**src/hdl/rv_pkg.sv**
```systemverilog
package rv_pkg;

    localparam int xlen = 32;

    typedef logic [xlen-1:0] word_t;
    typedef logic [2:0] alu_ctrl_t;
    typedef logic [2:0] imm_src_t;
    typedef logic [1:0] wb_src_t;

    // Major opcodes of the supported subset
    localparam logic [6:0] op_load    = 7'b0000011;
    localparam logic [6:0] op_alu_imm = 7'b0010011;
    localparam logic [6:0] op_store   = 7'b0100011;
    localparam logic [6:0] op_alu_reg = 7'b0110011;
    localparam logic [6:0] op_branch  = 7'b1100011;
    localparam logic [6:0] op_jal     = 7'b1101111;
    localparam logic [6:0] op_lui     = 7'b0110111; // Bit 5 set
    localparam logic [6:0] op_auipc   = 7'b0010111; // Bit 5 clear

    // ALU operations
    localparam alu_ctrl_t alu_add  = 3'b000;
    localparam alu_ctrl_t alu_sub  = 3'b001;
    localparam alu_ctrl_t alu_and  = 3'b010;
    localparam alu_ctrl_t alu_or   = 3'b011;
    localparam alu_ctrl_t alu_slt  = 3'b101;
    localparam alu_ctrl_t alu_sltu = 3'b111;

    // Immediate formats
    localparam imm_src_t imm_i = 3'b000;
    localparam imm_src_t imm_s = 3'b001;
    localparam imm_src_t imm_b = 3'b010;
    localparam imm_src_t imm_j = 3'b011;
    localparam imm_src_t imm_u = 3'b100;

    // Write-back sources
    localparam wb_src_t wb_alu   = 2'b00;
    localparam wb_src_t wb_mem   = 2'b01;
    localparam wb_src_t wb_pc4   = 2'b10;
    localparam wb_src_t wb_upper = 2'b11; // lui / auipc result

    typedef struct packed {
        logic [6:0] funct7;
        logic [4:0] rs2;
        logic [4:0] rs1;
        logic [2:0] funct3;
        logic [4:0] rd;
        logic [6:0] opcode;
    } r_type_t;

    typedef struct packed {
        logic [11:0] imm_11_0;
        logic [4:0]  rs1;
        logic [2:0]  funct3;
        logic [4:0]  rd;
        logic [6:0]  opcode;
    } i_type_t;

    typedef struct packed {
        logic [6:0] imm_11_5;
        logic [4:0] rs2;
        logic [4:0] rs1;
        logic [2:0] funct3;
        logic [4:0] imm_4_0;
        logic [6:0] opcode;
    } s_type_t;

    typedef struct packed {
        logic       imm_12;
        logic [5:0] imm_10_5;
        logic [4:0] rs2;
        logic [4:0] rs1;
        logic [2:0] funct3;
        logic [3:0] imm_4_1;
        logic       imm_11;
        logic [6:0] opcode;
    } b_type_t;

    typedef struct packed {
        logic [19:0] imm_31_12;
        logic [4:0]  rd;
        logic [6:0]  opcode;
    } u_type_t;

    typedef struct packed {
        logic       imm_20;
        logic [9:0] imm_10_1;
        logic       imm_11;
        logic [7:0] imm_19_12;
        logic [4:0] rd;
        logic [6:0] opcode;
    } j_type_t;

    // One instruction word, six ways to read it
    typedef union packed {
        r_type_t r;
        i_type_t i;
        s_type_t s;
        b_type_t b;
        u_type_t u;
        j_type_t j;
    } instr_u;

endpackage

```
**src/hdl/alu.sv**
```systemverilog
`timescale 1ns/1ns

module alu (
    input  rv_pkg::word_t     a,
    input  rv_pkg::word_t     b,
    input  rv_pkg::alu_ctrl_t alu_control,
    output rv_pkg::word_t     result,
    output logic              zero
);

    logic signed_less;
    logic unsigned_less;

    assign signed_less   = $signed(a) < $signed(b);
    assign unsigned_less = a < b;

    always_comb begin
        case (alu_control)
            rv_pkg::alu_add:  result = a + b;
            rv_pkg::alu_sub:  result = a - b;
            rv_pkg::alu_and:  result = a & b;
            rv_pkg::alu_or:   result = a | b;
            rv_pkg::alu_slt:  result = {{(rv_pkg::xlen-1){1'b0}}, signed_less};
            rv_pkg::alu_sltu: result = {{(rv_pkg::xlen-1){1'b0}}, unsigned_less};
            default:          result = a + b; // Unused codes add
        endcase
    end

    // beq relies on this after a subtract
    assign zero = (result == '0);

endmodule

```
**src/hdl/control.sv**
```systemverilog
`timescale 1ns/1ns

module control (
    input  logic [6:0]       op,
    input  logic [2:0]       func3,
    input  logic [6:0]       func7,
    input  logic             alu_zero,
    output rv_pkg::alu_ctrl_t alu_control,
    output rv_pkg::imm_src_t  imm_source,
    output logic             mem_write,
    output logic             reg_write,
    output logic             alu_source,
    output rv_pkg::wb_src_t   write_back_source,
    output logic             pc_source,
    output logic             second_add_source
);

    logic [1:0] alu_op;     // 00 mem, 01 branch, 10 reg, 11 imm
    logic       branch;
    logic       jump;
    logic       reg_write_dec;
    logic       mem_write_dec;
    logic       check_func; // Opcode carries a real funct3
    logic       func_ok;
    logic       legal;

    // Main decoder
    always_comb begin
        reg_write_dec     = 1'b0;
        mem_write_dec     = 1'b0;
        imm_source        = rv_pkg::imm_i;
        alu_source        = 1'b0;
        write_back_source = rv_pkg::wb_alu;
        alu_op            = 2'b00;
        branch            = 1'b0;
        jump              = 1'b0;
        second_add_source = 1'b0;
        check_func        = 1'b1;
        case (op)
            rv_pkg::op_load: begin
                reg_write_dec     = 1'b1;
                alu_source        = 1'b1;
                write_back_source = rv_pkg::wb_mem;
            end
            rv_pkg::op_alu_imm: begin
                reg_write_dec = 1'b1;
                alu_source    = 1'b1;
                alu_op        = 2'b11;
            end
            rv_pkg::op_store: begin
                mem_write_dec = 1'b1;
                imm_source    = rv_pkg::imm_s;
                alu_source    = 1'b1; // Base plus offset
            end
            rv_pkg::op_alu_reg: begin
                reg_write_dec = 1'b1;
                alu_op        = 2'b10;
            end
            rv_pkg::op_branch: begin
                imm_source = rv_pkg::imm_b;
                alu_op     = 2'b01;
                branch     = 1'b1;
            end
            rv_pkg::op_jal: begin
                reg_write_dec     = 1'b1;
                imm_source        = rv_pkg::imm_j;
                write_back_source = rv_pkg::wb_pc4;
                jump              = 1'b1;
                check_func        = 1'b0;
            end
            rv_pkg::op_lui, rv_pkg::op_auipc: begin
                reg_write_dec     = 1'b1;
                imm_source        = rv_pkg::imm_u;
                write_back_source = rv_pkg::wb_upper;
                second_add_source = op[5]; // Zero base for lui
                check_func        = 1'b0;
            end
            default: begin
                // Unknown opcode leaves state alone
                reg_write_dec = 1'b0;
                mem_write_dec = 1'b0;
            end
        endcase
    end

    // ALU decoder
    always_comb begin
        alu_control = rv_pkg::alu_add;
        func_ok     = 1'b0;
        case (alu_op)
            2'b00: func_ok = (func3 == 3'b010);   // lw / sw only
            2'b01: begin
                alu_control = rv_pkg::alu_sub;
                func_ok     = (func3 == 3'b000);  // beq only
            end
            default: begin
                case (func3)
                    3'b000: begin
                        if (!alu_op[0]) begin
                            alu_control = func7[5] ? rv_pkg::alu_sub : rv_pkg::alu_add;
                            func_ok     = ((func7 & 7'b1011111) == 7'b0);
                        end else begin
                            func_ok = 1'b1; // addi
                        end
                    end
                    3'b111: begin
                        alu_control = rv_pkg::alu_and;
                        func_ok     = alu_op[0] | (func7 == 7'b0);
                    end
                    3'b110: begin
                        alu_control = rv_pkg::alu_or;
                        func_ok     = alu_op[0] | (func7 == 7'b0);
                    end
                    3'b010: begin
                        alu_control = rv_pkg::alu_slt;
                        func_ok     = alu_op[0] | (func7 == 7'b0);
                    end
                    3'b011: begin
                        alu_control = rv_pkg::alu_sltu;
                        func_ok     = alu_op[0] | (func7 == 7'b0);
                    end
                    default: func_ok = 1'b0; // Shifts, xor
                endcase
            end
        endcase
    end

    assign legal     = ~check_func | func_ok;
    assign reg_write = reg_write_dec & legal;
    assign mem_write = mem_write_dec & legal;
    assign pc_source = (alu_zero & branch & legal) | jump;

endmodule

```
**src/hdl/cpu.sv**
```systemverilog
`timescale 1ns/1ns

module cpu (
    input  logic          clk,
    input  logic          arst_n,
    input  rv_pkg::word_t instr,
    input  rv_pkg::word_t mem_rdata,
    output rv_pkg::word_t instr_addr,
    output rv_pkg::word_t mem_addr,
    output rv_pkg::word_t mem_wdata,
    output logic          mem_write
);

    rv_pkg::instr_u    inst;
    rv_pkg::word_t     pc;
    rv_pkg::word_t     pc_next;
    rv_pkg::word_t     pc_plus4;
    rv_pkg::word_t     pc_target;
    rv_pkg::word_t     imm_ext;
    rv_pkg::word_t     reg_data1;
    rv_pkg::word_t     reg_data2;
    rv_pkg::word_t     src_b;
    rv_pkg::word_t     alu_result;
    rv_pkg::word_t     upper_base;
    rv_pkg::word_t     upper_result;
    rv_pkg::word_t     write_back_data;

    rv_pkg::alu_ctrl_t alu_control;
    rv_pkg::imm_src_t  imm_source;
    rv_pkg::wb_src_t   write_back_source;
    logic              store_dec;
    logic              reg_write;
    logic              alu_source;
    logic              pc_source;
    logic              second_add_source;
    logic              alu_zero;

    assign inst = instr;

    control ctrl0 (
        .op                (inst.r.opcode),
        .func3             (inst.r.funct3),
        .func7             (inst.r.funct7),
        .alu_zero          (alu_zero),
        .alu_control       (alu_control),
        .imm_source        (imm_source),
        .mem_write         (store_dec),
        .reg_write         (reg_write),
        .alu_source        (alu_source),
        .write_back_source (write_back_source),
        .pc_source         (pc_source),
        .second_add_source (second_add_source)
    );

    // PC register
    always_ff @(posedge clk or negedge arst_n) begin
        if (!arst_n) begin
            pc <= '0;
        end else begin
            pc <= pc_next;
        end
    end

    assign pc_plus4   = pc + 32'd4;
    assign pc_target  = pc + imm_ext;   // Branch and jal target
    assign pc_next    = pc_source ? pc_target : pc_plus4;
    assign instr_addr = pc;

    // Immediate generator
    always_comb begin
        case (imm_source)
            rv_pkg::imm_i: imm_ext = {{20{inst.i.imm_11_0[11]}}, inst.i.imm_11_0};
            rv_pkg::imm_s: imm_ext = {{20{inst.s.imm_11_5[6]}}, inst.s.imm_11_5,
                                      inst.s.imm_4_0};
            rv_pkg::imm_b: imm_ext = {{19{inst.b.imm_12}}, inst.b.imm_12, inst.b.imm_11,
                                      inst.b.imm_10_5, inst.b.imm_4_1, 1'b0};
            rv_pkg::imm_j: imm_ext = {{11{inst.j.imm_20}}, inst.j.imm_20, inst.j.imm_19_12,
                                      inst.j.imm_11, inst.j.imm_10_1, 1'b0};
            rv_pkg::imm_u: imm_ext = {inst.u.imm_31_12, 12'b0};
            default:       imm_ext = '0;
        endcase
    end

    regfile rf0 (
        .clk          (clk),
        .arst_n       (arst_n),
        .read_addr1   (inst.r.rs1),
        .read_addr2   (inst.r.rs2),
        .write_addr   (inst.r.rd),
        .write_enable (reg_write & arst_n), // Held off during reset
        .write_data   (write_back_data),
        .read_data1   (reg_data1),
        .read_data2   (reg_data2)
    );

    assign src_b = alu_source ? imm_ext : reg_data2;

    alu alu0 (
        .a           (reg_data1),
        .b           (src_b),
        .alu_control (alu_control),
        .result      (alu_result),
        .zero        (alu_zero)
    );

    // lui adds to zero, auipc to its own PC
    assign upper_base   = second_add_source ? '0 : pc;
    assign upper_result = upper_base + imm_ext;

    always_comb begin
        case (write_back_source)
            rv_pkg::wb_alu:   write_back_data = alu_result;
            rv_pkg::wb_mem:   write_back_data = mem_rdata;
            rv_pkg::wb_pc4:   write_back_data = pc_plus4;
            rv_pkg::wb_upper: write_back_data = upper_result;
            default:          write_back_data = alu_result;
        endcase
    end

    // Data port
    assign mem_addr  = alu_result;
    assign mem_wdata = reg_data2;
    assign mem_write = store_dec & arst_n;

endmodule

```
**src/hdl/regfile.sv**
```systemverilog
`timescale 1ns/1ns

module regfile (
    input  logic          clk,
    input  logic          arst_n,
    input  logic [4:0]    read_addr1,
    input  logic [4:0]    read_addr2,
    input  logic [4:0]    write_addr,
    input  logic          write_enable,
    input  rv_pkg::word_t write_data,
    output rv_pkg::word_t read_data1,
    output rv_pkg::word_t read_data2
);

    // x1..x31 only, x0 has no storage
    rv_pkg::word_t regs [31:1];

    always_ff @(posedge clk or negedge arst_n) begin
        if (!arst_n) begin
            for (int i = 1; i < 32; i++) begin
                regs[i] <= '0;
            end
        end else if (write_enable && (write_addr != 5'd0)) begin
            regs[write_addr] <= write_data;
        end
    end

    assign read_data1 = (read_addr1 == 5'd0) ? '0 : regs[read_addr1];
    assign read_data2 = (read_addr2 == 5'd0) ? '0 : regs[read_addr2];

endmodule

```
**config.mk**
```make
export PLATFORM = sky130hd
export DESIGN_NAME = cpu
export DESIGN_NICKNAME = d
export VERILOG_FILES = /design/src/hdl/rv_pkg.sv /design/src/hdl/alu.sv /design/src/hdl/control.sv /design/src/hdl/cpu.sv /design/src/hdl/regfile.sv
export SDC_FILE = /design/constraint.sdc
export NUM_CORES = 2
export LEC_CHECK = 0
export BUFFER_PORTS_ARGS = -buffer_cell sky130_fd_sc_hd__buf_4
export CORE_UTILIZATION = 55
export CTS_CLUSTER_DIAMETER = 200
export DETAILED_ROUTE_END_ITERATION = 10
export PLACE_DENSITY = 0.72
export SYNTH_ARGS = -nofsm -noshare
export SYNTH_HDL_FRONTEND = slang
export SYNTH_SLANG_ARGS = --single-unit
```
**constraint.sdc**
```tcl
create_clock -name clk -period 24.1 [get_ports clk]
set_input_delay 4.82 -clock clk [delete_from_list [all_inputs] [get_ports clk]]
set_output_delay 4.82 -clock clk [all_outputs]
set_load 0.1 [all_outputs]
```
### Word-level counts from Yosys, hierarchy flattened

Cells that the tools add are included.

| storage, ports and cells | value |
|---|---|
| register bits | 1024 |
| bits of input ports | 66 |
| output and inout port bits | 97 |
| logic and storage cells | 127 |

| cells by class | value |
|---|---|
| add/sub/neg operators | 5 |
| magnitude comparators | 6 |
| equality and inequality tests | 25 |
| multiplexer cells | 31 |
| bitwise gates (word level) | 11 |
| reduce and logical (&&, ||, !) cells | 17 |

Operators with widths:

| operator | count |
|---|---|
| bitwise mux 992 bit | 1 |
| binary-select mux 32 bit (select 5 bit) | 2 |
| one-hot mux 32 bit (5 select lines) | 2 |
| 2-to-1 mux 32 bit | 8 |
| demux 32 bit (select 5 bit) | 1 |
| one-hot mux 32 bit (4 select lines) | 1 |
| adder 32 bit | 3 |
| less-than comparator 32 bit | 2 |
| adder 32 x 3 -> 32 bit, second input constant | 1 |
| AND 32 bit | 1 |
| logical NOT 32 bit | 1 |
| bitwise OR 32 bit | 1 |
| subtractor 32 bit | 1 |
| equality test 7 x 6 -> 1 bit, second input constant | 3 |
| equality test 3 x 2 -> 1 bit, second input constant | 6 |
| less-than comparator 5 x 6 -> 1 bit, second input constant | 3 |
| equality test 3 bit, second input constant | 5 |
| one-hot mux 3 bit (5 select lines) | 1 |
| equality test 7 x 5 -> 1 bit, second input constant | 2 |
| equality test 7 bit, second input constant | 2 |
| logical NOT 7 bit | 2 |
| one-hot mux 2 bit (3 select lines) | 2 |
| one-hot mux 3 bit (4 select lines) | 1 |
| logical NOT 5 bit | 2 |
| other kinds (19) | 41 |

### Depth between registers and ports, before layout

| logic depth | value |
|---|---|
| word-level depth | 13 |
| gate-level depth with buffers | 28 |
| depth with buffers taken out | 23 |

### Hierarchy

Synthesis repeated with hierarchy kept, for this count alone.

| second synthesis, totals | value |
|---|---|
| cells, all modules | 5554 |
| area, all modules | 66249.8 um2 |

Modules (own cells, without submodules):

| module | times used | cells each | area an instance (um2) | seq. area each (um2) |
|---|---|---|---|---|
| regfile | 1 | 3782 | 53510.1 | 24823.8 |
| cpu | 1 | 853 | 6751.5 | 800.8 |
| alu | 1 | 869 | 5630.4 | 0.0 |
| control | 1 | 50 | 357.8 | 0.0 |

### Worst setup path before layout

No wires, ideal clock.

| timing | value |
|---|---|
| path kind | input port to output port |
| start point | in instr[20] |
| end point | out mem_addr[17] |
| arrival | 11609 ps |
| data required time | 19280 ps |
| path slack | 7671 ps |
| stages | 17 |
| buffers on the path | 4 |
| cells stage by stage | buf_1 > clkbuf_1 > clkbuf_1 > mux2i_1 > a21oi_1 > mux4_2 > mux2_2 > nor2b_1 > a21oi_1 > ha_1 > clkbuf_1 > o21a_1 > nor2_1 > or3_1 > a21boi_0 > nor3_1 > o31ai_1 |

| between the ends | value |
|---|---|
| cells in the longest elaborated chain, start to end | 6 |
| elaborated cells between the ends (all ways) | 11 |
| classes of those cells | 2 x add/sub; 6 x mux; 2 x bitwise; 1 x reduce/logical |

RTL lines:

| what | line | source |
|---|---|---|
| start, declared | cpu.sv:6 | `input rv_pkg::word_t instr,` |
| binary-select mux 32 bit (select 5 bit) | regfile.sv:29 | `assign read_data2 = (read_addr2 == 5'd0) ? '0 : regs[read_addr2];` |
| 2-to-1 mux 32 bit (not written as such) | regfile.sv:29 |  |
| 2-to-1 mux 32 bit (*) | regfile.sv:29 |  |
| named net mem_wdata[6] | cpu.sv:10 | `output rv_pkg::word_t mem_wdata,` |
| 2-to-1 mux 32 bit (*) | cpu.sv:96 | `assign src_b = alu_source ? imm_ext : reg_data2;` |
| adder 32 bit or subtractor 32 bit (tied branches) | alu.sv:19, alu.sv:25, alu.sv:20 |  |
| one-hot mux 32 bit (5 select lines) (*) | alu.sv:18 | `case (alu_control)` |
| end, declared | cpu.sv:9 | `output rv_pkg::word_t mem_addr,` |

The timed path passes the listed nets; every way through them passes the cells marked *. The select of a mux whose other input is x is not followed.

### Worst setup path in the final report

| timing | value |
|---|---|
| start point | in instr[16] |
| end point | out mem_addr[0] |

| between the ends | value |
|---|---|
| cells in the longest elaborated chain, start to end | 5 |
| elaborated cells between the ends (all ways) | 13 |
| classes of those cells | 2 x add/sub; 2 x order compare; 6 x mux; 2 x bitwise; 1 x reduce/logical |

RTL lines:

| what | line | source |
|---|---|---|
| binary-select mux 32 bit (select 5 bit) | regfile.sv:28 | `assign read_data1 = (read_addr1 == 5'd0) ? '0 : regs[read_addr1];` |
| 2-to-1 mux 32 bit (not written as such) | regfile.sv:28 |  |
| 2-to-1 mux 32 bit | regfile.sv:28 |  |
| adder 32 bit, or another cell as far along | alu.sv:19, alu.sv:25 |  |
| one-hot mux 32 bit (5 select lines) (*) | alu.sv:18 |  |

Mark *: on every way between the ends. The rest lies on a longest branch, timed or not. The select of a mux whose other input is x is not followed.

==> summary.txt <==
Run status
  • Result of the run: finished, final reports clean

Routing
  • Iteration count of the initial detailed-routing pass: 8
  • Number of vias in the routed layout: 50800
  • Number of remaining DRC errors: 0
  • Avg WL per Cell: 30.3 um
  • Per-cell via count in the routed design: 6.98
  • Remaining antenna violation count after routing: 0
  • Drt first-iter violations: 6220
  • Post-Route WL: 221000 um

Layout
  • Area growth from synthesis to layout: 9.33%
  • Number of nets at the end of the flow: 5910
  • Final cell area excluding filler cells: 70100 um2
  • Share of layout cells above drive strength 1: 26.9%
  • Final std cells w/o fill: 7281

Yosys
  • Mapped Avg Cell Area: 11.0 um2
  • Cell taking the most area after synthesis: sky130_fd_sc_hd__dfrtp_1
  • Synth cell types: 104
  • Mapped cell area: 64100 um2
  • Most area-consuming cells after synthesis: sky130_fd_sc_hd__dfrtp_1 (40%), sky130_fd_sc_hd__mux4_2 (20%), sky130_fd_sc_hd__mux2_2 (7.2%)
  • Number of nets produced by synthesis: 6068
  • Count of state elements after synthesis: 1024
  • Post-synth top flop: sky130_fd_sc_hd__dfrtp_1
  • Post-synth EDFFs: 0
  • Most numerous cell in the Yosys netlist: sky130_fd_sc_hd__dfrtp_1
  • Yosys top cell area share: 40.0%
  • Sequential share of the synthesized area: 40.0%
  • Number of warnings reported in the yosys synthesis log: 0
  • List of most frequent post-synthesis cells: sky130_fd_sc_hd__dfrtp_1 (1024), sky130_fd_sc_hd__nand2_1 (894), sky130_fd_sc_hd__o21ai_0 (712)
  • Gate Count Post-Synth: 5837
  • Asr flop ratio synth: 100%

Power
  • Net switching power: 1410 uW
  • Share of total power in the clock network: 39.2%
  • Power share of the sequential group: 40.1%
  • Portion of total power attributed to combinational logic: 20.7%
  • Max VDD drop: 0.0000625 V
  • Internal power of the cells: 3060 uW
  • Switching part of the total power: 31.6%
  • Standby leakage power: 0.0313 uW
  • Cell area power density: 63.8 nW/um2

Timing
  • Setup-violating endpoint count in the final report: 0
  • Final hold viol count: 0
  • Setup Skew: 0.0733 ns
  • Slew HR: 9.85%
  • Unrepaired setup endpoints after global routing: false
  • Min Hold Slack: 0.496 ns
  • Worst Tran Pin Value: 1.31 ns
  • Total Neg Setup Slack: 0 ns
  • Fin crit share: 71.5%
  • Peak Freq: 58.1 MHz
  • Max-slew violation count: 0
  • Clock period minus final worst setup slack: 17.23 ns

Global routing
  • Grt total ovfl: 0
  • All-Layer GR Usage: 37.6%
  • First-pass GRT wire length: 325000 um
  • Number of antenna violations at the first check in global routing: 3
  • Vias in the first global route: 49700
  • Maximum number of pins on one net before global-route repair: 146

Place
  • HPWL after detailed placement: 133000 um
  • RD Place Congestion: 0.987
  • Total of buffers placed on input and output ports: 162
  • Instance count after placement with tap cells included: 7082
  • Post-Place Cell Area: 66400 um2

CTS
  • Clock root cell: sky130_fd_sc_hd__clkbuf_16
  • Sinks on Clock Net: 1024
  • Max Buffers Root-to-Sink: 3
  • Clock latency of the later-clocked register in the worst-skew pair: 0.76 ns
  • Number of levels the H-tree was split into: 3
  • Clock buffers created by TritonCTS: 107
  • Hold-fix buffers, CTS: 0
  • Clock-pin slew of the registers on the worst-case setup and hold paths: 0.06 ns
  • TritonCTS clock tree: built
  • Post-cts repair resize count: 0
  • Post-CTS setup buffer count: 0

Floorplan
  • Core ar.: 115000 um2
  • Die boundary width: 343 um
  • I/O pin total: 163
  • Die outline area: 118000 um2
  • Starting density of the core: 55.8%
  • Vertical extent of the die: 343 um
  • Row count: 124

Job
  • Max-cap check violation count: 0

Setup path
  • Largest fanout on the critical path: 122
  • Type of the worst setup path: input pin to output port
  • Nature of the critical path endpoint: output port
  • Startpoint type of the worst setup path: input pin
  • Data arrival time at the worst-slack endpoint: 12.41 ns
  • R2R cell count: 20
  • Critical path data required time: 19.28 ns

Min path
  • Hold Path Stages: 2
  • Worst Hold Class: flop to flop
[stage by stage]
| stage | setup WS (ns) | utilization [%] | total power, uW |
|---|---|---|---|
| after CTS | 7.06 | 61.0 | 4470 |
| after global routing | 6.67 | 61.0 | 4620 |
| after detailed placement | 7.07 | 57.7 | 2730 |
| final | 6.87 | 61.0 | 4470 |
| after floorplan | 7.67 | - | 2480 |
| after global placement | 7.15 | 57.7 | 2730 |
[metal layers]
metal / share of wire (%) / global-route usage, % / vias to the layer above / wire (um)
met5: 0.0036 / 0 / - / 8
met4: 5.7 / 19.9 / 2 / 12500
met3: 12 / 10.5 / 621 / 26900
met2: 44 / 56.0 / 3149 / 97500
met1: 38 / 50.4 / 25800 / 84000
li1: - / - / 21200 / -
[logic make-up (layout without fill, tap and decap cells)]
group / Yosys count / count (layout) / synth area share (%)
and+or+nand+nor: 1430 / 1430 / 9.70
xor gates and xnor gates: 87 / 87 / 1.19
other: 0 / 5 / 0
AOI/OAI and AO/OA: 1397 / 1397 / 13.3
DFF: 1024 / 1024 / 40.0
buffers and inverters: 679 / 606 / 4.10
muxes: 1055 / 1055 / 28.5
adders and majority gates: 165 / 165 / 3.27
[final cells by class]
class,instances,area (um2)
antenna,5,12.5
clock buffer,154,3170
clock inverter,40,556
fill,9049,44900
inverter,145,544
multi-input combinational,4134,36200
sequential,1024,25600
tap,1512,1890
timing repair buffer,267,2120
[path summary, 6_finish.rpt]
check                              start            end  slack [ns]
hold / removal             rf0.regs[655]  rf0.regs[655]        0.50
setup reg to reg           rf0.regs[832]  instr_addr[0]       16.79
hold reg to reg            rf0.regs[655]  rf0.regs[655]        0.50
min in group asynchronous         arst_n  rf0.regs[724]        3.98
max in group asynchronous         arst_n  rf0.regs[325]       15.60
setup / recovery               instr[16]    mem_addr[0]        6.87
[power groups by stage]
stage,clock [uW],sequential [uW],combinational (uW)
6_report,1750,1790,926
5_1_grt,1830,1790,991
4_1_cts,1760,1790,914
3_5_place_dp,0,1820,911
3_3_place_gp,0,1820,904
2_1_floorplan,0,1950,533
[critical path: stages]
cell,delay [ns]
sky130_fd_sc_hd__buf_8,0.70
sky130_fd_sc_hd__buf_12,0.63
sky130_fd_sc_hd__buf_4,0.68
sky130_fd_sc_hd__mux4_2,0.40
sky130_fd_sc_hd__mux4_2,0.56
sky130_fd_sc_hd__mux2i_1,0.63
sky130_fd_sc_hd__ha_1,0.30
sky130_fd_sc_hd__inv_1,0.07
sky130_fd_sc_hd__fa_1,0.45
sky130_fd_sc_hd__nor2b_1,0.17
sky130_fd_sc_hd__o31a_1,0.33
sky130_fd_sc_hd__o221ai_1,0.32
sky130_fd_sc_hd__o21ai_2,0.23
sky130_fd_sc_hd__o311ai_0,0.67
sky130_fd_sc_hd__o21ai_0,0.18
sky130_fd_sc_hd__o21ai_0,0.59
sky130_fd_sc_hd__buf_4,0.41
[flip-flops by register name (all words and copies together) (netlist names)]
signal,cells
rf0.regs,992
instr_addr,32
[cell usage in the layout (no fill, tap or decap), types with 65 or more instances in the layout]
cell type                   count
sky130_fd_sc_hd__dfrtp_1     1024
sky130_fd_sc_hd__nand2_1      873
sky130_fd_sc_hd__o21ai_0      699
sky130_fd_sc_hd__mux4_2       576
sky130_fd_sc_hd__mux2_2       409
sky130_fd_sc_hd__buf_4        254
sky130_fd_sc_hd__a21oi_1      227
sky130_fd_sc_hd__nor2_1       165
sky130_fd_sc_hd__ha_1         161
sky130_fd_sc_hd__inv_1        145
sky130_fd_sc_hd__clkbuf_16    108
sky130_fd_sc_hd__nor3_1        73
sky130_fd_sc_hd__mux2i_1       70
sky130_fd_sc_hd__a21o_1        66
sky130_fd_sc_hd__nand3_1       65
(Power assumes the default switching activity.)
